## config.mk

```make
export PLATFORM = sky130hd
export DESIGN_NAME = render_dispatch
export DESIGN_NICKNAME = d
export VERILOG_FILES = /design/src/common/gfx_pkg.sv /design/src/render/render_dispatch.sv
export VERILOG_INCLUDE_DIRS = /design/src /design/src/common
export SDC_FILE = /design/constraint.sdc
export NUM_CORES = 1
export LEC_CHECK = 0
export ABC_AREA = 1
export BUFFER_PORTS_ARGS = -buffer_cell sky130_fd_sc_hd__buf_2
export CORE_MARGIN = 5
export CORE_UTILIZATION = 46
export CTS_CLUSTER_SIZE = 16
export DETAILED_ROUTE_END_ITERATION = 6
export GPL_TIMING_DRIVEN = 0
export PLACE_DENSITY_LB_ADDON = 0.25
export SLEW_MARGIN = 20
export SYNTH_ARGS = -nofsm -noshare
export SYNTH_HDL_FRONTEND = slang
export SYNTH_SLANG_ARGS = --single-unit
export TNS_END_PERCENT = 5
```

## constraint.sdc

```tcl
create_clock -name clk -period 2.4 [get_ports clk]
set_input_delay 0.24 -clock clk [delete_from_list [all_inputs] [get_ports clk]]
set_output_delay 0.24 -clock clk [all_outputs]
set_load 0.005 [all_outputs]
```

## src/common/gfx_consts.svh

```systemverilog
//************************************************************
// Tile renderer constants: lanes, tile size, seeds, registers
//************************************************************
`ifndef GFX_CONSTS_SVH
`define GFX_CONSTS_SVH

`define GFX_LANES 4                // Render lanes
`define GFX_ADDR_W 6               // 8x8 tile, y then x

// Memory reset seeds
`define GFX_FB_SEED 24'h3C5A96
`define GFX_TEX_SEED 24'hC3A569

`define GFX_QUEUE_DEPTH 4          // Result queue entries

// APB register map
`define GFX_REG_PIXEL 8'h00
`define GFX_REG_CMD 8'h04
`define GFX_REG_RESULT 8'h08
`define GFX_REG_STATUS 8'h0C

`endif

```

## src/common/gfx_pkg.sv

```systemverilog
//************************************************************
// Pixel, render command and result types
//************************************************************
`include "gfx_consts.svh"

package gfx_pkg;

    localparam int LANE_W = $clog2(`GFX_LANES);

    typedef struct packed {
        logic [7:0] r;
        logic [7:0] g;
        logic [7:0] b;
    } rgb_t;

    // Channels for blend and shader, raw word for filter and texture copy
    typedef union packed {
        rgb_t        ch;
        logic [23:0] raw;
    } pixel_u;

    typedef enum logic [1:0] {
        MODE_COPY   = 2'd0,
        MODE_BLEND  = 2'd1,
        MODE_SHADER = 2'd2,
        MODE_FILTER = 2'd3
    } render_mode_e;

    typedef struct packed {
        logic                   op_read;   // Texture read when set
        logic [LANE_W-1:0]      lane;
        render_mode_e           mode;
        logic [`GFX_ADDR_W-1:0] addr;
        pixel_u                 pixel;
    } gfx_cmd_t;

    // Exactly one APB data word
    typedef struct packed {
        logic [LANE_W-1:0]      lane;
        logic [`GFX_ADDR_W-1:0] addr;
        pixel_u                 pixel;
    } gfx_result_t;

endpackage

```

## src/render/render_dispatch.sv

```systemverilog
//************************************************************
// APB write decode, pending pixel and lane command launch
//************************************************************
`timescale 1ns/1ns
`include "gfx_consts.svh"

// CMD word: [10] op_read, [9:8] lane, [7:6] mode, [5:0] addr
module render_dispatch (
    input  logic                  clk,
    input  logic                  rst,
    input  logic                  psel,
    input  logic                  penable,
    input  logic                  pwrite,
    input  logic [7:0]            paddr,
    input  logic [31:0]           pwdata,
    input  logic [`GFX_LANES-1:0] lane_busy,
    output logic                  wr_ready,
    output logic [`GFX_LANES-1:0] start,
    output gfx_pkg::gfx_cmd_t     cmd
);

    logic [gfx_pkg::LANE_W-1:0] tgt_lane;
    logic                       cmd_hit;
    logic                       pixel_wr;
    logic                       stall;
    logic                       launch;
    gfx_pkg::pixel_u            pend_pix;

    assign tgt_lane = pwdata[8 +: gfx_pkg::LANE_W];
    assign cmd_hit  = psel && pwrite && (paddr == `GFX_REG_CMD);
    assign pixel_wr = psel && penable && pwrite && (paddr == `GFX_REG_PIXEL);

    // Lane still busy, or launched but not yet showing busy
    assign stall    = cmd_hit && (lane_busy[tgt_lane] || start[tgt_lane]);
    assign wr_ready = !stall;
    assign launch   = cmd_hit && penable && !stall;

    always_ff @(posedge clk or posedge rst) begin
        if (rst) begin
            start <= '0;
        end else if (launch) begin
            start <= `GFX_LANES'(1) << tgt_lane;   // One-cycle pulse
        end else begin
            start <= '0;
        end
    end

    always_ff @(posedge clk) begin
        if (pixel_wr) begin
            pend_pix.raw <= pwdata[23:0];
        end
        if (launch) begin
            cmd.op_read <= pwdata[10];
            cmd.lane    <= tgt_lane;
            cmd.mode    <= gfx_pkg::render_mode_e'(pwdata[7:6]);
            cmd.addr    <= pwdata[`GFX_ADDR_W-1:0];
            cmd.pixel   <= pend_pix;
        end
    end

endmodule

```

* Word level (Yosys, flattened, before mapping)
Index checks and enable logic that the tools add are counted.
Cells by class: order comparisons 1, equal/unequal tests 1, shift operators 1, multiplexer cells 5, reduce and logical (&&, ||, !) cells 11
Operators with widths (number):
- $eq A8 B3 Y1 const B | 1
- $logic_and A1 B1 Y1 | 8
- $logic_not A8 Y1 | 1
- $bmux W1 S2 | 2
- $mux W4 | 1
- $shl A1 B2 Y4 const A | 1
- $lt A2 B3 Y1 const B | 1
- $mux W1 | 2
- $logic_not A1 Y1 | 1
- $logic_or A1 B1 Y1 | 1
Word-level totals: flip-flop bits (word level) 63, bits of input ports 49, word-level logic and storage cells 26

* Longest topological paths before layout
Gate-level depths: netlist (run 1).
word-level depth 7, depth in mapped cells 7, mapped depth without buffers 7

* Least setup slack after synthesis (run 1)
Ideal clock, no wire load.
path kind input to register, start input port paddr[4], end register pend_pix[0] (netlist bit), enable pin, setup time 0.468 ns, data arrival time 2.829 ns, path slack -0.898 ns, stages 5, path buffers 0, path through inv_1 -> nand2_1 -> nor2_1 -> nand2_1 -> nor4_1
On the way: longest elaborated chain between the ends 2
Ends and longest elaborated chain:
- start: declaration | line render_dispatch.sv:14 | input logic [7:0] paddr,
- $logic_not A8 Y1 (no source line)
- $logic_and A1 B1 Y1 | line render_dispatch.sv:31 | assign pixel_wr = psel && penable && pwrite && (paddr == `GFX_REG_PIXEL);
- net pixel_wr | line render_dispatch.sv:24 | logic pixel_wr;
- end: declaration | line render_dispatch.sv:27 | gfx_pkg::pixel_u pend_pix;
The timed path passes the listed nets, and every way through them passes these cells. A chain may end at the register's enable or synchronous reset.

* Final worst setup path (run 1)
start register start[3], end register cmd[21] (netlist bit), enable pin
On the way: longest elaborated chain between the ends 6
Ends and longest elaborated chain:
- start: declaration | line render_dispatch.sv:18 | output logic [`GFX_LANES-1:0] start,
- start signal: assignment | line render_dispatch.sv:42 | start <= `GFX_LANES'(1) << tgt_lane;
- $bmux W1 S2 | line render_dispatch.sv:34 | assign stall = cmd_hit && (lane_busy[tgt_lane] || start[tgt_lane]);
- $mux W1 (not written as such) | line render_dispatch.sv:34
- $logic_or A1 B1 Y1 | line render_dispatch.sv:34
- $logic_and A1 B1 Y1 | line render_dispatch.sv:34
- $logic_not A1 Y1 | line render_dispatch.sv:36 | assign launch = cmd_hit && penable && !stall;
- $logic_and A1 B1 Y1 | line render_dispatch.sv:36
- net launch | line render_dispatch.sv:26 | logic launch;
- end: declaration | line render_dispatch.sv:19 | output gfx_pkg::gfx_cmd_t cmd
The timed path passes the listed nets, and every way through them passes these cells. The select of a mux whose other input is x is not followed.

==> results.md, run 1 <==
- Port Buf Inserts: 80
- Max clock buf depth: 2
- CP Max Fanout: 35
- Syn. warnings: 0
- Die H: 77.62 microns
- DRT Wirelength: 3653 microns
- Antenna diodes: 0
- Cell mode on critical path: nand2_1
- Routability Congestion: 0.6766
- Via density: 4.374
- Crit end category: flip-flop
- DR pass1 iterations: 4
- Clock sink count: 63
- Non-filler cells, final: 270
- GR peak layer: met2
- Most frequent cells in the layout: 80 x buf_2, 59 x edfxtp_1, 23 x inv_1
- Most common cell after layout, fill and taps aside: buf_2
- DRC errors left: 0
- Final period utilization: 76.80%
- Worst hold slack: 0.08981 ns
- Pleak: approximately 1.2 nW
- CTS resizes: 0
- CP cell instances: inv_1, nand2_1, nand2_2, nand2_1, nor2_2, nand3_2, inv_2
- GRT met1 Usage: 13.13%
- Share of cells above drive strength 1: 45.87%
- GR Util All Layers: 12.59%
- WL/cell: 13.53 microns
- Setup-failing EPs final: 0
- Yosys cell types: 10
- DIE AREA: ~6000 sq um
- Nets: 262
- Routed Antenna Nets: 0
- M2 GR Usage: 20.45%
- Placed Instances: ~250
- Via Count: 1181
- Site row count: 24
- GRT overflow: 0
- Worst slew pin tran: just over 0.7 ns
- Status: complete, no violations
- Largest net degree at the start of global routing: 36
- Die X: 77.62 microns
- First-pass GRT wire length: 5616 microns
- Filler Cells Inserted: approximately 320
- Vias in the first global route: 1252
- Worst endpoint data arrival time: 1.79 ns
- P&R area growth vs syn: 34.09%
- M3 GR Usage: 4.861%
- Post CTS Setup Buffer Count: 0
- Worst Setup Path Type: reg -> reg
- Max-Cap Viols: 0
- Mean Syn Cell Area: roughly 18 sq um
- Hold crit path type: in -> reg
- H-tree levels: 3
- Dpl hpwl: 2777 microns
- Max-slew violation count: 0
- Tot Pwr: 2.180 mW
- Clock buffer count from CTS: 9
- CTS Hold Buffers Added: 1
- TNS Setup: 0 ns
- Final Hold Viols: 0
- # IOs: 89
- Max-Slew Margin vs Limit: 51.46%
- Critical-path top delay cell: inv_2
- Crit path time final: 1.843 ns
- Initial antenna violation count: 0
- Syn_nets: 168
- Startpoint types: flip-flop
- Place WS: 0.4847 ns
- Drt initial violations: 64
- Pwr Density: 773.1 nW/um^2
- RSZ-0062 raised after global routing: false
- CTS root buf: clkbuf_8
- Final worst clock skew: 0.007212 ns
- Final worst slack: 0.5567 ns
- Core area: 4384 sq um
- Clock transition at path regs: 0.06 ns
- WP data required: 2.35 ns
- Seq/Total Area, Yosys: around 90%
- Peak VDD IR: 0.4379 mV
- Clock Latency Late Sink: ~0.32 ns
- Starting Density: 47.97%
- TritonCTS clock tree: done
- Cells after Synth: 119
- Critical Path Max Stage Delay: 0.56 ns
- FF+latch count, synth: 63
- Max Clk Rate: 0.5425 GHz
- Post-Syn Area: about 2100 sq um
-- report_power, final --
part / switching, mW / internal (mW)
logic: 0.0297 / 0.0308
registers: 0.0000686 / 1.19
clock network: 0.349 / 0.576
-- metal layers --
| layer | vias to the layer above | part of all wire, % | wire length (microns) |
|---|---|---|---|
| met3 | 6 | 9.4 | 345 |
| met2 | 59 | 51 | 1864 |
| li1 | 589 | - | - |
| met4 | 0 | 1.8 | 66 |
| met1 | 527 | 38 | 1376 |
| met5 | - | 0 | 0 |
-- critical path, delay by kind of cell, from the launching register on --
family                 cells  cell delay (ns)
buffers and inverters      2             0.62
DFF                        1             0.40
and+or+nand+nor            5             0.44
-- flip-flops by register name, summed over array words and instances (netlist names) --
name and flops:
start 4, pend_pix 24, cmd 35
-- cells in the mapped netlist --
cell type | n | area [sq um]
inv_1 | 24 | 90.09
nand3_2 | 1 | 10.01
nor2_2 | 1 | 6.260
nor2_1 | 11 | 41.29
nor2_4 | 1 | 11.26
edfxtp_1 | 59 | 1772
dfrtp_1 | 4 | 100.1
nand2_2 | 1 | 6.260
nor4_1 | 1 | 6.260
nand2_1 | 16 | 60.06
-- cell families (layout without fill, tap and decap cells) --
logic type             count (synthesis)  after routing  synth area share (%)
buffers and inverters                 24            123                 4.283
DFF                                   63             63                 88.99
and+or+nand+nor                       32             32                 6.723
-- stage by stage --
step                cell area, sq um  utilization (%)
finish                          2820            64.33
detailed placement              2606            59.45
floorplan                       2110                -
global route                    2820            64.33
global placement                2575            58.73
CTS                             2820            64.33
-- cell type report --
cell class	instances	area, sq um	area share [%]
Sequential cell	63	1872	66.37
Timing Repair Buffer	83	432.9	15.35
Multi-Input combinational cell	32	156.4	5.546
Clock buffer	11	131.4	4.658
Inverter	24	90.09	3.194
Clock inverter	5	72.57	2.573
Tap cell	52	65.06	2.307
-- path summary, 6_finish.rpt --
kind	depth (start not counted)	start	to	slack (ns)
setup / recovery	7	start[3]	cmd[21]	0.56
hold / removal	1	pwdata[23]	pend_pix[23]	0.09
setup reg to reg	7	start[3]	cmd[21]	0.56
hold reg to reg	0	pend_pix[9]	cmd[9]	0.42
max in group asynchronous	3	rst	start[0]	1.90
min in group asynchronous	3	rst	start[3]	0.34
Note: power is estimated with default switching activity, not from simulation.
==> run 2, diff against run 1 <==
==> constraint.sdc (replaced) <==
create_clock -name clk -period 1.85 [get_ports clk]
set_input_delay 0.185 -clock clk [delete_from_list [all_inputs] [get_ports clk]]
set_output_delay 0.185 -clock clk [all_outputs]
set_load 0.005 [all_outputs]
==> results.md, run 2 (synthesized netlist as in run 1, its figures left out) <==
- Status: complete, no violations
- R2R cell count: 7
- Vias in the first global route: 1284
- Sw power: about 0.52 mW
- Worst Setup Path Type: reg -> reg
- GRT overflow: 0
- Via density: 4.504
- Pleak: 1.190 nW
- Nets: 262
- R2r startpoint: start[3]
- Die X: a little under 80 microns
- WP data required: between 1.5 and 2 ns
- DP Area: 2606 sq um
- Peak VDD IR: 0.5175 mV
- Critical Path Max Stage Delay: 0.39 ns
- Die H: 77.62 microns
- Hold crit path type: in -> reg
- Largest regs: cmd: 35 flops, pend_pix: 24 flops, start: 4 flops
- DR pass1 iterations: 4
- GR Util All Layers: 13.23%
- Delay-heaviest family, CP: simple AND/OR/NAND/NOR gates
- Site row count: 24
- Setup-failing EPs final: 0
- CP cell instances: inv_1, nand2_1, nand2_2, nand2_1, nor2_2, nand3_2, inv_4
- Pwr Density: 969.6 nW/um^2
- Initial antenna violation count: 0
- Share of cells above drive strength 1: 46.79%
- WL/cell: 13.72 microns
- Hold endpoint: pend_pix[11]
- FF+latch area: about 1900 sq um
- Clock buffer count from CTS: 9
- Non-filler cells, final: 270
- Routed Antenna Nets: 0
- Most common cell after layout, fill and taps aside: buf_2
- Crit path time final: 1.649 ns
- DIE AREA: 6025 sq um
- CP Max Fanout: 35
- Design Area, Final: 2806 sq um
- Largest net degree at the start of global routing: 36
- Worst slew pin tran: 0.5359 ns
- Crit end category: flip-flop
- Filler Cells Inserted: approximately 350
- Max clock buf depth: 2
- Cell mode on critical path: nand2_1
- Combinational share of power: 2.8%
- TritonCTS clock tree: done
- Final Hold Viols: 0
- Max FFs per register: 35
- Clock sink count: 63
- Multi-input logic area: 156.4 sq um
- Drt initial violations: 56
- Sequential power share: a little under three fifths
- Place WS: -0.004324 ns
- # IOs: 89
- Worst endpoint data arrival time: about 1.6 ns
- Worst reg2reg endpoint: cmd[24]
- Dpl hpwl: approximately 2800 microns
- Max-slew violation count: 0
- Startpoint types: flip-flop
- Core area: 4384 sq um
- Clock transition at path regs: 0.07 ns
- Hold path depth: 1
- H-tree levels: 3
- First-pass GRT wire length: approximately 6000 microns
- TNS Setup: 0 ns
- Max Clk Rate: 0.6063 GHz
- Switching share of power: 19.25%
- Routability Congestion: about 0.69
- Via Count: 1216
- P&R area growth vs syn: 33.43%
- Critical-path top delay cell: dfrtp_1
- Clock power frac: 40.3%
- Hold Startpoint: pwdata[11]
- Antenna diodes: 0
- Max-Cap Viols: 0
- Final worst clock skew: 0.006260 ns
- R2r setup slk: 0.20 ns
- Clock Latency Late Sink: 0.33 ns
- Int Pwr: between 2 and 2.5 mW
- Starting Density: 47.97%
- Final core occ: between 60% and 70%
- Post CTS Setup Buffer Count: 0
- DRT Wirelength: 3704 microns
- DRC errors left: 0
- Most flops, register: cmd
- Port Buf Inserts: 80
- Max-Slew Margin vs Limit: 64.01%
- WP buf/inv: 2
- Final worst slack: 0.2006 ns
- CTS root buf: clkbuf_8
- Final period utilization: 89.16%
- Most frequent cells in the layout: 80 x buf_2, 59 x edfxtp_1, 23 x inv_1
- RSZ-0062 raised after global routing: false
- Placed Instances: between 200 and 300
## run 2: power by group through the flow
stage / Combinational [mW] / Sequential (mW) / Clock, mW
floorplan: 0.0241 / 1.58 / 0
global placement: 0.0713 / 1.58 / 0
detailed placement: 0.0764 / 1.58 / 0
CTS: 0.0782 / 1.55 / 1.13
global route: 0.0888 / 1.55 / 1.20
finish: 0.0771 / 1.55 / 1.10
## run 2: worst max-delay path by stage
stage               from  endpoint  slack [ns]  cells after the start
5_1_grt         start[3]   cmd[33]        0.01                      7
2_1_floorplan   start[3]    cmd[0]       -0.06                      7
6_report        start[3]   cmd[24]        0.20                      7
3_5_place_dp   pwdata[9]   cmd[11]      -0.004                      8
3_3_place_gp    start[3]    cmd[0]       -0.36                      7
4_1_cts         start[3]   cmd[30]        0.18                      7
## run 2: metal layers
metal  vias up  GRT usage [%]  share of wire (%)  wire length, microns
met5         -              0                  0                     0
met4         0          8.763                2.5                    94
met3        11          4.745                 10                   377
met2        61          22.29                 50                  1855
met1       555          13.76                 37                  1377
li1        589              -                  -                     -
## run 2: worst register-to-register path, delay by kind of cell, from the launching register on
family	cells	cell delay, ns
buffers and inverters	2	0.43
AND/OR/NAND/NOR	5	0.48
flip-flops	1	0.39
## run 2: area by class of cell
class | count | share of cell area, %
Inverter | 24 | 3.299
Sequential cell | 63 | 66.70
Timing Repair Buffer | 83 | 15.43
Clock buffer | 9 | 4.414
Tap cell | 52 | 2.318
Clock inverter | 7 | 2.274
Multi-Input combinational cell | 32 | 5.573
## run 2: what timing repair did
action	in CTS	in global routing
gates resized for setup	1	0
endpoints found under the hold margin	4	0
hold buffers	1	0
endpoints found under the setup margin	35	0
## run 2: metrics by stage
step	hold slack (ns)	power, mW
2_1_floorplan	-0.04892	1.603
3_5_place_dp	0.06778	1.655
3_3_place_gp	0.05992	1.650
4_1_cts	0.01338	2.757
5_1_grt	0.01089	2.833
6_report	0.02771	2.721
