[config.mk]
export PLATFORM = sky130hd
export DESIGN_NAME = result_collect
export DESIGN_NICKNAME = d
export VERILOG_FILES = /design/src/common/gfx_pkg.sv /design/src/logic/result_collect.sv
export VERILOG_INCLUDE_DIRS = /design/src /design/src/common
export SDC_FILE = /design/constraint.sdc
export NUM_CORES = 1
export LEC_CHECK = 0
export BUFFER_PORTS_ARGS = -buffer_cell sky130_fd_sc_hd__buf_4
export CORE_MARGIN = 4
export CORE_UTILIZATION = 26
export DETAILED_ROUTE_END_ITERATION = 12
export MAX_ROUTING_LAYER = met4
export PLACE_DENSITY = 0.53
export SKIP_LAST_GASP = 1
export SLEW_MARGIN = 0
export SYNTH_ARGS = -nofsm -noshare
export SYNTH_HDL_FRONTEND = slang
export SYNTH_SLANG_ARGS = --single-unit
[constraint.sdc]
create_clock -name clk -period 5.28 [get_ports clk]
set_input_delay 0.528 -clock clk [delete_from_list [all_inputs] [get_ports clk]]
set_output_delay 0.528 -clock clk [all_outputs]
set_load 0.02 [all_outputs]
[src/common/gfx_consts.svh]
//************************************************************
// Tile renderer constants: lanes, tile size, seeds, registers
//************************************************************
`ifndef GFX_CONSTS_SVH
`define GFX_CONSTS_SVH

`define GFX_LANES 4                // Render lanes
`define GFX_ADDR_W 6               // 8x8 tile, y then x

// Memory reset seeds
`define GFX_FB_SEED 24'h3C5A96
`define GFX_TEX_SEED 24'hC3A569

`define GFX_QUEUE_DEPTH 4          // Result queue entries

// APB register map
`define GFX_REG_PIXEL 8'h00
`define GFX_REG_CMD 8'h04
`define GFX_REG_RESULT 8'h08
`define GFX_REG_STATUS 8'h0C

`endif

[src/common/gfx_pkg.sv]
//************************************************************
// Pixel, render command and result types
//************************************************************
`include "gfx_consts.svh"

package gfx_pkg;

    localparam int LANE_W = $clog2(`GFX_LANES);

    typedef struct packed {
        logic [7:0] r;
        logic [7:0] g;
        logic [7:0] b;
    } rgb_t;

    // Channels for blend and shader, raw word for filter and texture copy
    typedef union packed {
        rgb_t        ch;
        logic [23:0] raw;
    } pixel_u;

    typedef enum logic [1:0] {
        MODE_COPY   = 2'd0,
        MODE_BLEND  = 2'd1,
        MODE_SHADER = 2'd2,
        MODE_FILTER = 2'd3
    } render_mode_e;

    typedef struct packed {
        logic                   op_read;   // Texture read when set
        logic [LANE_W-1:0]      lane;
        render_mode_e           mode;
        logic [`GFX_ADDR_W-1:0] addr;
        pixel_u                 pixel;
    } gfx_cmd_t;

    // Exactly one APB data word
    typedef struct packed {
        logic [LANE_W-1:0]      lane;
        logic [`GFX_ADDR_W-1:0] addr;
        pixel_u                 pixel;
    } gfx_result_t;

endpackage

[src/logic/result_collect.sv]
//************************************************************
// Lane result holds, priority arbiter, result queue, status
//************************************************************
`timescale 1ns/1ns
`include "gfx_consts.svh"

module result_collect (
    input  logic                  clk,
    input  logic                  rst,
    input  logic [`GFX_LANES-1:0] done,
    input  gfx_pkg::gfx_result_t  results [`GFX_LANES],
    input  logic                  psel,
    input  logic                  penable,
    input  logic                  pwrite,
    input  logic [7:0]            paddr,
    input  logic [`GFX_LANES-1:0] lane_busy,
    output logic [`GFX_LANES-1:0] taken,
    output logic [31:0]           prdata
);

    localparam int ptr_w = $clog2(`GFX_QUEUE_DEPTH);
    localparam int cnt_w = $clog2(`GFX_QUEUE_DEPTH + 1);

    logic [`GFX_LANES-1:0]      hold_vld;
    gfx_pkg::gfx_result_t       hold_q    [`GFX_LANES];
    gfx_pkg::gfx_result_t       queue_mem [`GFX_QUEUE_DEPTH];
    logic [ptr_w-1:0]           rd_ptr;
    logic [ptr_w-1:0]           wr_ptr;
    logic [cnt_w-1:0]           count;
    logic [gfx_pkg::LANE_W-1:0] grant;
    logic                       any_hold;
    logic                       pop;
    logic                       push;
    logic [7:0]                 status;

    // Lowest lane index wins
    always_comb begin
        grant    = '0;
        any_hold = 1'b0;
        for (int i = `GFX_LANES - 1; i >= 0; i--) begin
            if (hold_vld[i]) begin
                grant    = gfx_pkg::LANE_W'(i);
                any_hold = 1'b1;
            end
        end
    end

    assign pop   = psel && penable && !pwrite && (paddr == `GFX_REG_RESULT) && (count != '0);
    assign push  = any_hold && ((count != cnt_w'(`GFX_QUEUE_DEPTH)) || pop);
    assign taken = push ? (`GFX_LANES'(1) << grant) : '0;

    always_ff @(posedge clk or posedge rst) begin
        if (rst) begin
            hold_vld <= '0;
            rd_ptr   <= '0;
            wr_ptr   <= '0;
            count    <= '0;
        end else begin
            for (int i = 0; i < `GFX_LANES; i++) begin
                if (done[i]) begin
                    hold_vld[i] <= 1'b1;
                end else if (taken[i]) begin
                    hold_vld[i] <= 1'b0;
                end
            end
            if (push) begin
                wr_ptr <= wr_ptr + 1'b1;
            end
            if (pop) begin
                rd_ptr <= rd_ptr + 1'b1;
            end
            if (push && !pop) begin
                count <= count + 1'b1;
            end else if (pop && !push) begin
                count <= count - 1'b1;
            end
        end
    end

    always_ff @(posedge clk) begin
        for (int i = 0; i < `GFX_LANES; i++) begin
            if (done[i]) begin
                hold_q[i] <= results[i];
            end
        end
        if (push) begin
            queue_mem[wr_ptr] <= hold_q[grant];
        end
    end

    assign status = {count != '0, count, lane_busy};   // Not empty, count, busy bits

    // Empty queue reads as zero
    assign prdata = (paddr == `GFX_REG_STATUS) ? {24'b0, status} :
                    (count != '0)              ? queue_mem[rd_ptr] : 32'b0;

endmodule

## Word-level counts from Yosys, hierarchy flattened

Memories as Yosys holds them, arrays and structs flattened.
Cells that the tools add are included.

| operators by class | value |
|---|---|
| bitwise gates (word level) | 0 |
| equal/unequal tests | 3 |
| div/mod/pow operators | 0 |
| multipliers | 0 |
| reduce and logical (&&, ||, !) cells | 17 |
| $add $sub $neg | 4 |
| shifts and indexed selects | 1 |
| muxes and demuxes | 31 |
| magnitude comparators | 0 |

Operators with widths:

| cell | number |
|---|---|
| 32-bit two-way mux | 2 |
| 1-bit two-way mux | 22 |
| 8-bit by 4-bit equality test with 1-bit output (second input constant) | 2 |
| 2-bit nonzero test | 5 |
| 2-bit two-way mux | 4 |
| 1-bit logical AND | 7 |
| 3-bit two-way mux | 2 |
| 2-bit by 1-bit adder with 2-bit output (second input constant) | 2 |
| 4-bit two-way mux | 1 |
| 1-bit by 2-bit << shifter with 4-bit output (first input constant) | 1 |
| 3-bit by 1-bit adder with 3-bit output (second input constant) | 1 |
| 1-bit zero test | 3 |
| 3-bit != test (second input constant) | 1 |
| 3-bit nonzero test | 1 |
| 3-bit by 1-bit subtractor with 3-bit output (second input constant) | 1 |
| 1-bit logical OR | 1 |

| storage, ports and cells | value |
|---|---|
| latch bits | 0 |
| word-level logic and storage cells | 65 |
| ROM bits | 0 |
| bits in registers | 11 |
| input bits | 149 |
| memories | 2 |
| output and inout port bits | 36 |
| memory bits (writable) | 256 |

Memories:

| name | depth | width | rd ports | clocked after memory_dff | wr ports | line | text |
|---|---|---|---|---|---|---|---|
| hold_q | 4 | 32 | 1 | 0 | 4 | result_collect.sv:25 | `` gfx_pkg::gfx_result_t hold_q [`GFX_LANES]; `` |
| queue_mem | 4 | 32 | 1 | 0 | 1 | result_collect.sv:26 | `` gfx_pkg::gfx_result_t queue_mem [`GFX_QUEUE_DEPTH]; `` |

## Longest topological paths before layout

Gate-level depths: netlist (run 1).

| logic depth | value |
|---|---|
| word-level depth | 10 |
| gate-level depth with buffers | 11 |
| depth with buffers taken out | 9 |

## Worst setup path after synthesis (run 1)

OpenSTA, ideal clock, no wires.

| path | value |
|---|---|
| kind | input -> register |
| start point | in paddr[5] |
| end point | mem queue_mem[0][0] (netlist name) (enable) |
| data arrival time | 2.963 ns |
| path slack | 1.901 ns |
| stages | 5 |
| library setup time | 0.416 ns |
| data required time | 4.864 ns |
| path buffers | 2 |
| cell sequence | or4_4 > buf_6 > o31a_1 > buf_6 > nor3b_2 |

| on the way | value |
|---|---|
| word-level cells in the longest chain between the ends | 7 |

Ends and longest elaborated chain:

| element | line | text |
|---|---|---|
| from (decl) | result_collect.sv:15 | `input logic [7:0] paddr,` |
| 8-bit by 4-bit equality test with 1-bit output (no source line) | -- |  |
| 1-bit logical AND (2 in a row) | result_collect.sv:48 | `` assign pop = psel && penable && !pwrite && (paddr == `GFX_REG_RESULT) && (count != '0); `` |
| 1-bit logical OR | result_collect.sv:49 | `` assign push = any_hold && ((count != cnt_w'(`GFX_QUEUE_DEPTH)) \|\| pop); `` |
| 1-bit logical AND | result_collect.sv:49 |  |
| 1-bit two-way mux | result_collect.sv:86 | `if (push) begin` |
| 1-bit two-way mux (not written as such) | result_collect.sv:87 | `queue_mem[wr_ptr] <= hold_q[grant];` |
| to (decl) | result_collect.sv:26 |  |

No other way between the ends.

## Worst setup path after layout (run 1)

| path | value |
|---|---|
| start point | reg rd_ptr[0] |
| end point | out prdata[0] |

| on the way | value |
|---|---|
| word-level cells in the longest chain between the ends | 3 |

Ends and longest elaborated chain:

| element | line | text |
|---|---|---|
| from (decl) | result_collect.sv:27 | `logic [ptr_w-1:0] rd_ptr;` |
| from (signal assigned) | result_collect.sv:70 | `rd_ptr <= rd_ptr + 1'b1;` |
| memory read 4 x 32 bit | -- |  |
| 32-bit two-way mux | result_collect.sv:95 | `(count != '0) ? queue_mem[rd_ptr] : 32'b0;` |
| 32-bit two-way mux | result_collect.sv:94 | `` assign prdata = (paddr == `GFX_REG_STATUS) ? {24'b0, status} : `` |
| to (decl) | result_collect.sv:18 | `output logic [31:0] prdata` |

No other way between the ends.

==> run summary, run 1 <==
The run finished with clean final reports. The post-CTS setup buffer count is 0. The routability congestion estimate from global placement is ~0.75. The core region is approximately 39000 um2. The maximum clock frequency is 301 MHz. The largest buffer count on any clock path came out at 3. The core utilization of the finished layout came out at 0.338. The number of nets in the synthesized netlist is 680. The number of violations of the max-capacitance limit came out at 0.

The cell count after synthesis came out at ~530. Of all flip-flops after synthesis, the portion carrying an async set or reset was 0.0412. The area growth from synthesis to final layout is 28.4%.

The pin count of the biggest net entering global routing is 42. The most used flip-flop cell after synthesis is edfxtp_1. Setup repair after global routing left no endpoint under its margin.

The critical path goes through buf_4 > mux4_2 > a22o_1 > buf_4. The number of hold violations in the final report came out at 0. In this run the worst hold path is classified as input port to flip-flop. The number of clock buffers added by TritonCTS is 28. In this run the clock root is driven by a clkbuf_16.

The summed instance area of the synthesized netlist is 10200 um2. The clock net sink count is roughly 270. TritonCTS built the clock tree. Synthesis inferred approximately 270 register bits.

The DRC violation total after the first TritonRoute iteration is 380. The half-perimeter wire length after placement came out at approximately 17000 um. The endpoint identified for the worst register-to-register timing path is count[1]. The via count of the first global-routing pass came out at 5838. The later-pin clock latency in the skew report came out at approximately 0.54 ns. The startpoint identified for the worst hold timing path is results[4].

The global route total overflow came out at 0. The share of the yosys chip area belonging to registers is 0.781. The fraction of power spent switching nets came out at 0.283. The worst hold path cell count is 1. Across the routed clock network, the largest skew measured is between 0.008 and 0.009 ns. In this run the mean area of a mapped cell was about 19 um2.

The worst reg2reg path startpoint is count[0]. VDD sags by at most between 0.0002 and 0.00025 V. The path with the worst hold slack has its endpoint at hold_q[3][4]. Once the clock tree was built, the resizer swapped 0 gates to a different size. The quantity of hold-fixing buffers added after cts came out at 1.

The number of slew-limit violations in the final report was 0. The classification of the worst setup path is flip-flop to output pin. The worst setup path is launched from a flip-flop.

The number of detailed-route iterations in the first pass is 7. The clock-pin slew on the worst setup and hold paths came out at roughly 0.06 ns. Among the stages of the critical path, the cell type that occurs most often is buf_4. The final critical delay including setup and external delays came out at approximately 3.3 ns.

The level count of the clock H-tree is 1. The number of buffer and inverter stages on the critical path is 2. In the final design database the tool counted between 800 and 900 nets.

The die outline area is 42400 um2. The first-pass GRT wire length came out at around 37000 um. The fill cell instance count of the final layout came out at between 3000 and 4000. The net switching component of the power came out at around 1.8 mW. For this design the static power due to leakage is 4.67 nW.

The total negative slack came out at 0 ns. The count of antenna-violating nets left after detailed routing came out at 0. The effective utilization at floorplan came out at 0.263. The DRC violations left came out at 0. In the final layout, the share of cells above drive strength 1 is 0.383. The number of synthesis warnings is 0. The number of cells on the worst reg-to-reg path came out at 7.

The part of the cycle the worst path needs came out at 0.629. The worst path required time came out at between 4 and 5 ns. In this run the vertical extent of the chip is approximately 210 um.

The longest individual stage delay on the worst path came out at 0.83 ns. During I/O placement, the number of pins put on the boundary was 185. The distinct cell type count of the synthesized netlist came out at between 40 and 50.

The number of placement rows is 72. Setup violations remaining at the end of the flow were counted as 0. For the pin with the worst max-slew slack, the measured transition is approximately 1.1 ns. The initial antenna violation count is 2. The sequential group share of total power came out at 0.482. Grouping stages by cell kind, the critical path spends the most delay in flip-flops. The total number of vias is 5561. The cell-internal power is approximately 4.6 mW.

The average wire length per cell after detail routing came out at between 20 and 25 um. The relative contribution of combinational cells to total power is 0.237. In this run the tightest slew margin relative to its limit is 0.277. The wire length reported by the detailed router is about 26000 um.

The arrival time at the worst endpoint is 2.79 ns. The die boundary width came out at 206 um. Among all stages on the critical path, the largest delay is contributed by dfrtp_2. The register-to-register path setup slack came out at between 2 and 2.5 ns. STA classifies the critical path endpoint as an output pin.

The power density over the cells is ~500 nW/um2. The clock group share of total power came out at 0.281. Port buffering added between 150 and 200 buffers. The biggest fanout along the worst timing path came out at 19.

For this run, the total global-route usage over all layers was measured as 0.122. The average vias per placed instance came out at 4.42. The number of synthesized flops with an enable pin came out at approximately 260.
## cells in the mapped netlist (3+ instances only)
master | count | area [um2]
a22o_1 | 7 | 61.3
xor2_1 | 3 | 26.3
mux4_2 | 32 | 721
ha_1 | 5 | 62.6
o21ai_0 | 35 | 175
clkbuf_1 | 29 | 109
a21oi_1 | 3 | 15.0
nand2_1 | 33 | 124
inv_1 | 5 | 18.8
buf_2 | 3 | 15.0
nor4_1 | 3 | 18.8
nor3b_2 | 5 | 62.6
dfrtp_1 | 11 | 275
nor2b_1 | 5 | 31.3
and2_1 | 25 | 156
a222oi_1 | 32 | 320
edfxtp_1 | 256 | 7690
nor2_1 | 3 | 11.3
## logic make-up after synthesis
logic type / Yosys count / synth area share
XOR/XNOR: 5 / 0.00503
flip-flops: 267 / 0.781
buffers and inverters: 40 / 0.0166
multiplexers: 33 / 0.0718
AND/OR/NAND/NOR: 87 / 0.0528
AO/OA/AOI/OAI: 87 / 0.0647
adder cells (fa/ha/maj): 6 / 0.00810
## metal layers
metal | wire length, um | up-vias | part of all wire | global-route usage
li1 | - | 2546 | - | -
met1 | 12200 | 2794 | 0.48 | 0.180
met2 | 11600 | 191 | 0.45 | 0.178
met3 | 1430 | 30 | 0.056 | 0.0188
met4 | 416 | 0 | 0.016 | 0.0285
met5 | 0 | - | 0 | -
## layout by cell type, fill, tap and decap left out, drive strengths merged, types with 3 or more instances in the layout
cell    instances
edfxtp        256
buf           195
o21ai          36
clkbuf         35
nand2          33
a222oi         32
mux4           32
and2           25
clkinv         13
dfrtp          11
a22o            7
nor3b           6
inv             5
ha              5
nor2b           5
nor4            4
nor2            3
xor2            3
a21oi           3
## power by group through the flow
stage | combinational [mW] | clock (mW) | sequential (mW)
finish | 1.54 | 1.82 | 3.12
global route | 1.68 | 1.96 | 3.17
CTS | 1.59 | 1.88 | 3.13
detailed placement | 1.59 | 0 | 3.17
global placement | 1.58 | 0 | 3.15
floorplan | 0.878 | 0 | 3.12
## cell type report
class / count / area [um2] / area share
Sequential cell: 267 / 7960 / 0.609
Clock buffer: 35 / 748 / 0.0572
Antenna cell: 2 / 5.00 / 0.000382
Timing Repair Buffer: 196 / 1470 / 0.113
Multi-Input combinational cell: 218 / 2120 / 0.162
Tap cell: 518 / 648 / 0.0495
Inverter: 5 / 18.8 / 0.00143
Clock inverter: 16 / 109 / 0.00832
## metrics by stage
stage	std cells	power (mW)	hold slack (ns)	worst slack, ns	instance area [um2]
floorplan	525	4.00	0.380	1.90	10200
global placement	1203	4.73	0.508	2.18	12200
detailed placement	1203	4.76	0.522	2.08	12200
CTS	1255	6.60	0.132	1.82	13100
global route	1256	6.81	0.132	1.72	13100
finish	1257	6.49	0.162	1.96	13100
## state kept, by name, indices dropped and copies added, names as in the netlist
| signal | cells |
|---|---|
| hold_q | 128 |
| queue_mem | 128 |
| hold_vld | 4 |
| count | 3 |
| rd_ptr | 2 |
| wr_ptr | 2 |
## worst max-delay path by stage
| stage | end | slack (ns) | depth (start not counted) | startpoint |
|---|---|---|---|---|
| floorplan | queue_mem[0][0] | 1.90 | 5 | paddr[5] |
| global placement | count[2] | 2.18 | 10 | paddr[5] |
| detailed placement | queue_mem[1][18] | 2.08 | 5 | paddr[5] |
| CTS | prdata[0] | 1.82 | 4 | rd_ptr[0] |
| global route | prdata[0] | 1.72 | 4 | rd_ptr[0] |
| finish | prdata[0] | 1.96 | 4 | rd_ptr[0] |
## worst register-to-register path, delay by kind of cell, from the launching register on
kind                     cells  cell delay [ns]
AND/OR/NAND/NOR              2             0.60
adder cells (fa/ha/maj)      2             0.64
flip-flops                   1             0.45
multiplexers                 1             0.27
AO/OA/AOI/OAI                1             0.73
buffers and inverters        1             0.08
Power figures use the tool's default switching activity.
==> run 2: changes to the inputs <==
Clock period 5.28 ns to 3.07 ns, I/O delays scaled along.
==> run 2 against run 1 <==
Net effect: combinational power rose by 88%; power is 75% higher; sequential share of layout area is 5.8 points lower; die area stayed put; clock power rose by 68%; clock skew about the same; highest routed layer unchanged.
==> run summary, run 2 (synthesis results as in run 1) <==
The flow ran to the end, and the final reports show no timing, DRC or antenna violations. The total instance count after detailed placement is 1208. The layout net count is 1004. The die height is between 200 and 250 um. The proportion of layout cells with a drive suffix above 1 came out at 0.329. The worst hold path cell count is 4. The area growth from synthesis to final layout came out at 41.8%. The cell-internal power came out at just over 8 mW.

The count of antenna-violating nets left after detailed routing is 0. The fraction of power spent switching nets came out at 0.283. The launch point of the worst hold path is paddr[6].

The total negative slack came out at 0 ns. After detailed routing, the total wire length is 27200 um. The clock arrives with a little under 0.009 ns of skew. The effective utilization at floorplan is 0.263. In this run the power spent charging and discharging nets is around 3.2 mW.

The via count of the first global-routing pass came to about 6600. The slowest stage cell on the critical path is mux4_2. In this run the number of cells on the critical path is 5. For the finished layout, the period the worst path requires is approximately 2.6 ns.

The root buffer cell chosen for the clock tree is clkbuf_16. Prior to clock tree synthesis, the placed netlist has a worst setup slack of approximately 0.38 ns. Tracing the worst setup path back leads to its startpoint at rd_ptr[0].

The routability congestion estimate from global placement came out at 0.731. The pin count of the biggest net entering global routing came out at 35. The worst setup path is launched from a flip-flop. The overall power of the completed layout is around 11 mW. The clock-pin slew on the worst setup and hold paths is roughly 0.060 ns. The level count of the clock H-tree came out at 1. For this run, the number of standard cells in the final layout without fillers is 1386. The first-pass GRT wire length came out at 40600 um. The largest registers in the layout are hold_q x128, queue_mem x128, hold_vld x4. The total setup violations reported at the end of the flow came out at 0. Timing would allow up to about 390 MHz.

The longest individual stage delay on the worst path came out at between 0.6 and 0.7 ns. After filler insertion, the fill cell instance count of the layout stands at 3588. The setup path with the least slack is of type flip-flop to output pin. STA puts the critical path data arrival time at approximately 2.3 ns. Max-cap violations in this run came to 0.

STA classifies the critical path endpoint as an output pin. The critical path goes through buf_12 > mux4_2 > a21oi_1 > nor2_1 > buf_4. In this run the horizontal extent of the chip is 206 um.

The number of hold violations in the final report came to 0. The library cell used most frequently in the layout, excluding fill and tap cells, is edfxtp_1. The die outline area came out at ~42000 um2. Broken down by cell family, the worst path's largest delay share belongs to multiplexers. In this run the register-to-register setup slack is 0.78 ns.

The startpoint identified for the worst register-to-register timing path is count[0]. The worst path required time came out at roughly 2.8 ns. Hold timing on the final database bottoms out at a slack of between 0.2 and 0.25 ns.

The CTS buffer count came out at 28. The path class of the lowest-slack min-delay path is input port to flip-flop. The all-layer global routing usage came out at 0.131.

The clock net sink count is about 270. The initial antenna violation count came to 4. The least setup slack across all paths after layout came out at 0.518 ns. The later-pin clock latency in the skew report is roughly 0.54 ns. After detailed routing, the number of vias per cell comes to around 4.4. The count of input and output buffers is about 180. The number of placement rows came out at between 70 and 80. The clock group share of total power came out at 0.270. The average wire length per cell after detail routing is between 15 and 20 um. Setup repair after global routing left no endpoint under its margin. Counting both buffers and inverters, the worst setup path holds a total of 2. Pin placement for this block handled approximately 190 I/O pins. Of the total power, combinational logic draws 0.256. The share of total power dissipated in sequential elements is 0.474. In this run the static leakage power is between 5 and 6 nW.

The DRC violations left came out at 0. The biggest fanout along the worst timing path came out at 34. The half-perimeter wire length after placement came out at roughly 17000 um. In this run the deepest clock path goes through 3 buffers.

Gates resized during post-CTS repair numbered 0. The DRC violation total after the first TritonRoute iteration is roughly 510. TritonCTS built the clock tree. The worst pin sits at a relative slew slack of 0.583. The core region is 38700 um2. The worst register-to-register path has a depth of 7. The transition time of the tightest slew-check pin is roughly 0.62 ns. In this run the post-CTS setup repair buffer count came out at 0. The pre-antenna-repair detailed-routing pass consisted of 9 iterations.

The number of slew-limit violations in the final report came out at 0. The global route total overflow is 0. The part of the cycle the worst path needs is 0.831. The power density over the cells is between 700 and 800 nW/um2. For this block, the via count after detailed routing is a little over 6000. In the layout the commonest cells are 256 x edfxtp_1, 193 x buf_4, 129 x dlygate4sd3_1.

VDD sags by at most approximately 0.00034 V.
run 2: worst register-to-register path, delay by kind of cell, from the launching register on:
family	cells	cell delay, ns
AOI/OAI and AO/OA	1	0.24
adders and majority gates	2	0.60
buffers and inverters	1	0.07
DFF	1	0.45
muxes	1	0.27
and+or+nand+nor	2	0.54
run 2: worst paths after layout:
path,to
setup / recovery,prdata[7]
max in group asynchronous,rd_ptr[0]
setup reg to reg,count[1]
hold / removal,hold_vld[1]
min in group asynchronous,hold_vld[1]
hold reg to reg,count[2]
run 2: what timing repair did:
| action | in CTS | in global routing |
|---|---|---|
| endpoints found under the setup margin | 0 | 0 |
| hold buffers | 129 | 0 |
| endpoints found under the hold margin | 139 | 0 |
run 2: layer usage:
layer  global-route usage  part of all wire
met2                0.197              0.46
met1                0.186              0.46
met5                    -                 0
met4               0.0352             0.020
met3               0.0217             0.059
run 2: cell type report:
type | count | area, um2 | area share
timing repair buffer | 329 | 2880 | 0.199
multi-input combinational | 218 | 2120 | 0.147
clock inverter | 10 | 55.1 | 0.00381
sequential | 267 | 7960 | 0.551
tap | 518 | 648 | 0.0448
antenna | 1 | 2.50 | 0.000173
inverter | 5 | 18.8 | 0.00130
clock buffer | 38 | 769 | 0.0532
run 2: power groups by stage:
| stage | Sequential, mW | Clock [mW] | Combinational (mW) |
|---|---|---|---|
| 4_1_cts | 5.38 | 3.17 | 2.99 |
| 2_1_floorplan | 5.37 | 0 | 1.51 |
| 6_report | 5.37 | 3.06 | 2.90 |
| 3_5_place_dp | 5.45 | 0 | 2.84 |
| 5_1_grt | 5.45 | 3.32 | 3.17 |
| 3_3_place_gp | 5.41 | 0 | 2.82 |
run 2: stage by stage:
stage               area (um2)   util
floorplan                10200      -
global placement         12300  0.319
detailed placement       12300  0.319
CTS                      14500  0.373
global route             14500  0.373
finish                   14500  0.373
==> run 3: changes to the inputs <==
Clock period 3.07 ns to 2.6 ns, I/O delays scaled along.
==> run 3 against run 2 <==
Net effect: sequential power rose by 18%; clock-buffer cell count fell by 3; clock skew rose by 0.0057 ns; core utilization rose by 0.27 points; critical endpoint is now prdata[1]; largest power group unchanged.
==> run summary, run 3 (synthesis results as in run 1) <==
The clock-pin slew on the worst setup and hold paths came out at 0.06 ns. At the end of the flow the core is filled with cells to 0.376. The count of input and output buffers came out at 184. The least setup slack across all paths after layout is roughly 0.17 ns. The largest registers in the layout are hold_q x128, queue_mem x128, hold_vld x4.

Power spread over the standard cell area amounts to ~930 nW/um2. The first TritonRoute pass finished after 5 iterations. STA classifies the critical path startpoint as a flip-flop.

The area growth from synthesis to layout is 42.8%. The wire length reported by the detailed router is between 20000 and 30000 um. The die height is roughly 210 um. For the worst-skew pair, the clock arrives at the later sink with an insertion delay of 0.54 ns. The global route total overflow came out at 0. The routability congestion estimate from global placement came out at roughly 0.74. The worst setup path is captured at an output pin. The initial utilization of the core area, before any placement, comes to 0.263. The biggest fanout along the worst timing path came out at 34. The worst clock skew is approximately 0.015 ns. The total negative slack is 0 ns. Setup violations remaining at the end of the flow were counted as 0.

The maximum resistive drop on vdd came out at 0.000420 V. The worst path required time came out at 2.34 ns. The CTS buffer count came out at 27.

The initial antenna violation count is 2. The average wire length per cell after detail routing is between 15 and 20 um. The run finished with clean final reports. The number of violations of the max-capacitance limit is 0. The post-CTS setup buffer count is 0. The library cells used most frequently in the layout, excluding fill and tap cells, are 256 x edfxtp_1, 202 x buf_4, 129 x dlygate4sd3_1. The first-pass GRT wire length is approximately 39000 um. The number of hold violations in the final report came to 0. The DRC violation total after the first TritonRoute iteration came out at between 400 and 500. The count of antenna-violating nets left after detailed routing came out at 0. The total instance count after detailed placement is around 1200. In the final design database the tool counted ~1000 nets. The total non-filler cell area in the finished layout is roughly 15000 um2.

The worst relative slew slack is 0.593. The part of the cycle the worst path needs came out at 0.936. TritonCTS built the clock tree. The clock net sink count is 267. In the global route stage, overall resource usage came out at 0.126. The proportion of layout cells with a drive suffix above 1 is 0.339.

The pin count of the biggest net entering global routing came out at 35. CTS built an H-tree with a depth of 1. The average vias per placed instance came out at approximately 4.3. The core region is between 30000 and 40000 um2. The worst setup path is of the flip-flop to output pin kind. The die boundary width came out at approximately 210 um. The number of placement rows is slightly above 70. The count of placed standard cells in the final layout, fillers left out is ~1400. The total number of vias is just over 6000. The DRC violations left came out at 0. During I/O placement, the number of pins put on the boundary was 185. The path class of the lowest-slack min-delay path is input port to flip-flop.

Summed over all nets, the half-perimeter wirelength after detailed placement is around 17000 um. The number of cells on the worst reg-to-reg path is 6. The transition time of the tightest slew-check pin came out at between 0.6 and 0.7 ns. Setup repair after global routing left no endpoint under its margin.

The worst path needs 2.43 ns of the cycle, external delays included. The largest buffer count on any clock path is 3. The total placed instance area is about 12000 um2.

Across all hold checks on the routed design, the worst slack comes to 0.158 ns. The arrival time at the worst endpoint is 2.17 ns. The number of slew-limit violations in the final report came out at 0.

The post-placement worst setup slack came out at between 0.02 and 0.03 ns. The via count of the first global-routing pass came out at approximately 6600. The die outline area is between 40000 and 50000 um2.

The worst hold path cell count is 4. The overall power of the completed layout is 13.5 mW. The root buffer cell chosen for the clock tree is clkbuf_16.

For this run, the top clock speed supported by timing is a little over 400 MHz. The static leakage came out at between 5 and 6 nW. The library cell used most frequently in the layout, excluding fill and tap cells, is edfxtp_1.
## run 3: path summary, 6_finish.rpt
kind	start	endpoint	slack (ns)
setup / recovery	rd_ptr[0]	prdata[1]	0.17
hold / removal	paddr[0]	rd_ptr[1]	0.16
setup reg to reg	count[0]	count[1]	0.53
hold reg to reg	count[2]	count[2]	0.52
max in group asynchronous	rst	rd_ptr[0]	1.90
min in group asynchronous	rst	rd_ptr[1]	0.33
## run 3: what timing repair did
action,CTS,global route
hold buffers,129,0
endpoints found under the hold margin,139,0
gates resized for setup,0,0
## run 3: report_power, final
group	internal (mW)	leakage [nW]	total, mW	switching [mW]
sequential	6.04	2.58	6.33	0.281
combinational	1.57	2.31	3.47	1.91
clock	2.11	0.404	3.67	1.56
## run 3: metal layers
layer	vias up	GRT usage	routed length, um
li1	2820	-	-
met1	2990	0.175	12100
met2	192	0.195	12200
met3	42	0.0198	1460
met4	0	0.0347	592
met5	-	-	0
## run 3: critical path, stage by stage, from the launching register on
cell and delay [ns]:
dfrtp_2 0.37, buf_12 0.28, mux4_2 0.60, a22o_1 0.22, buf_4 0.15
## run 3: final cells by class
type | instances | area [um2]
inverter | 5 | 18.8
antenna | 1 | 2.50
clock buffer | 35 | 706
clock inverter | 11 | 115
tap | 518 | 648
sequential | 267 | 7960
fill | 3618 | 24200
multi-input combinational | 218 | 2120
timing repair buffer | 340 | 2990
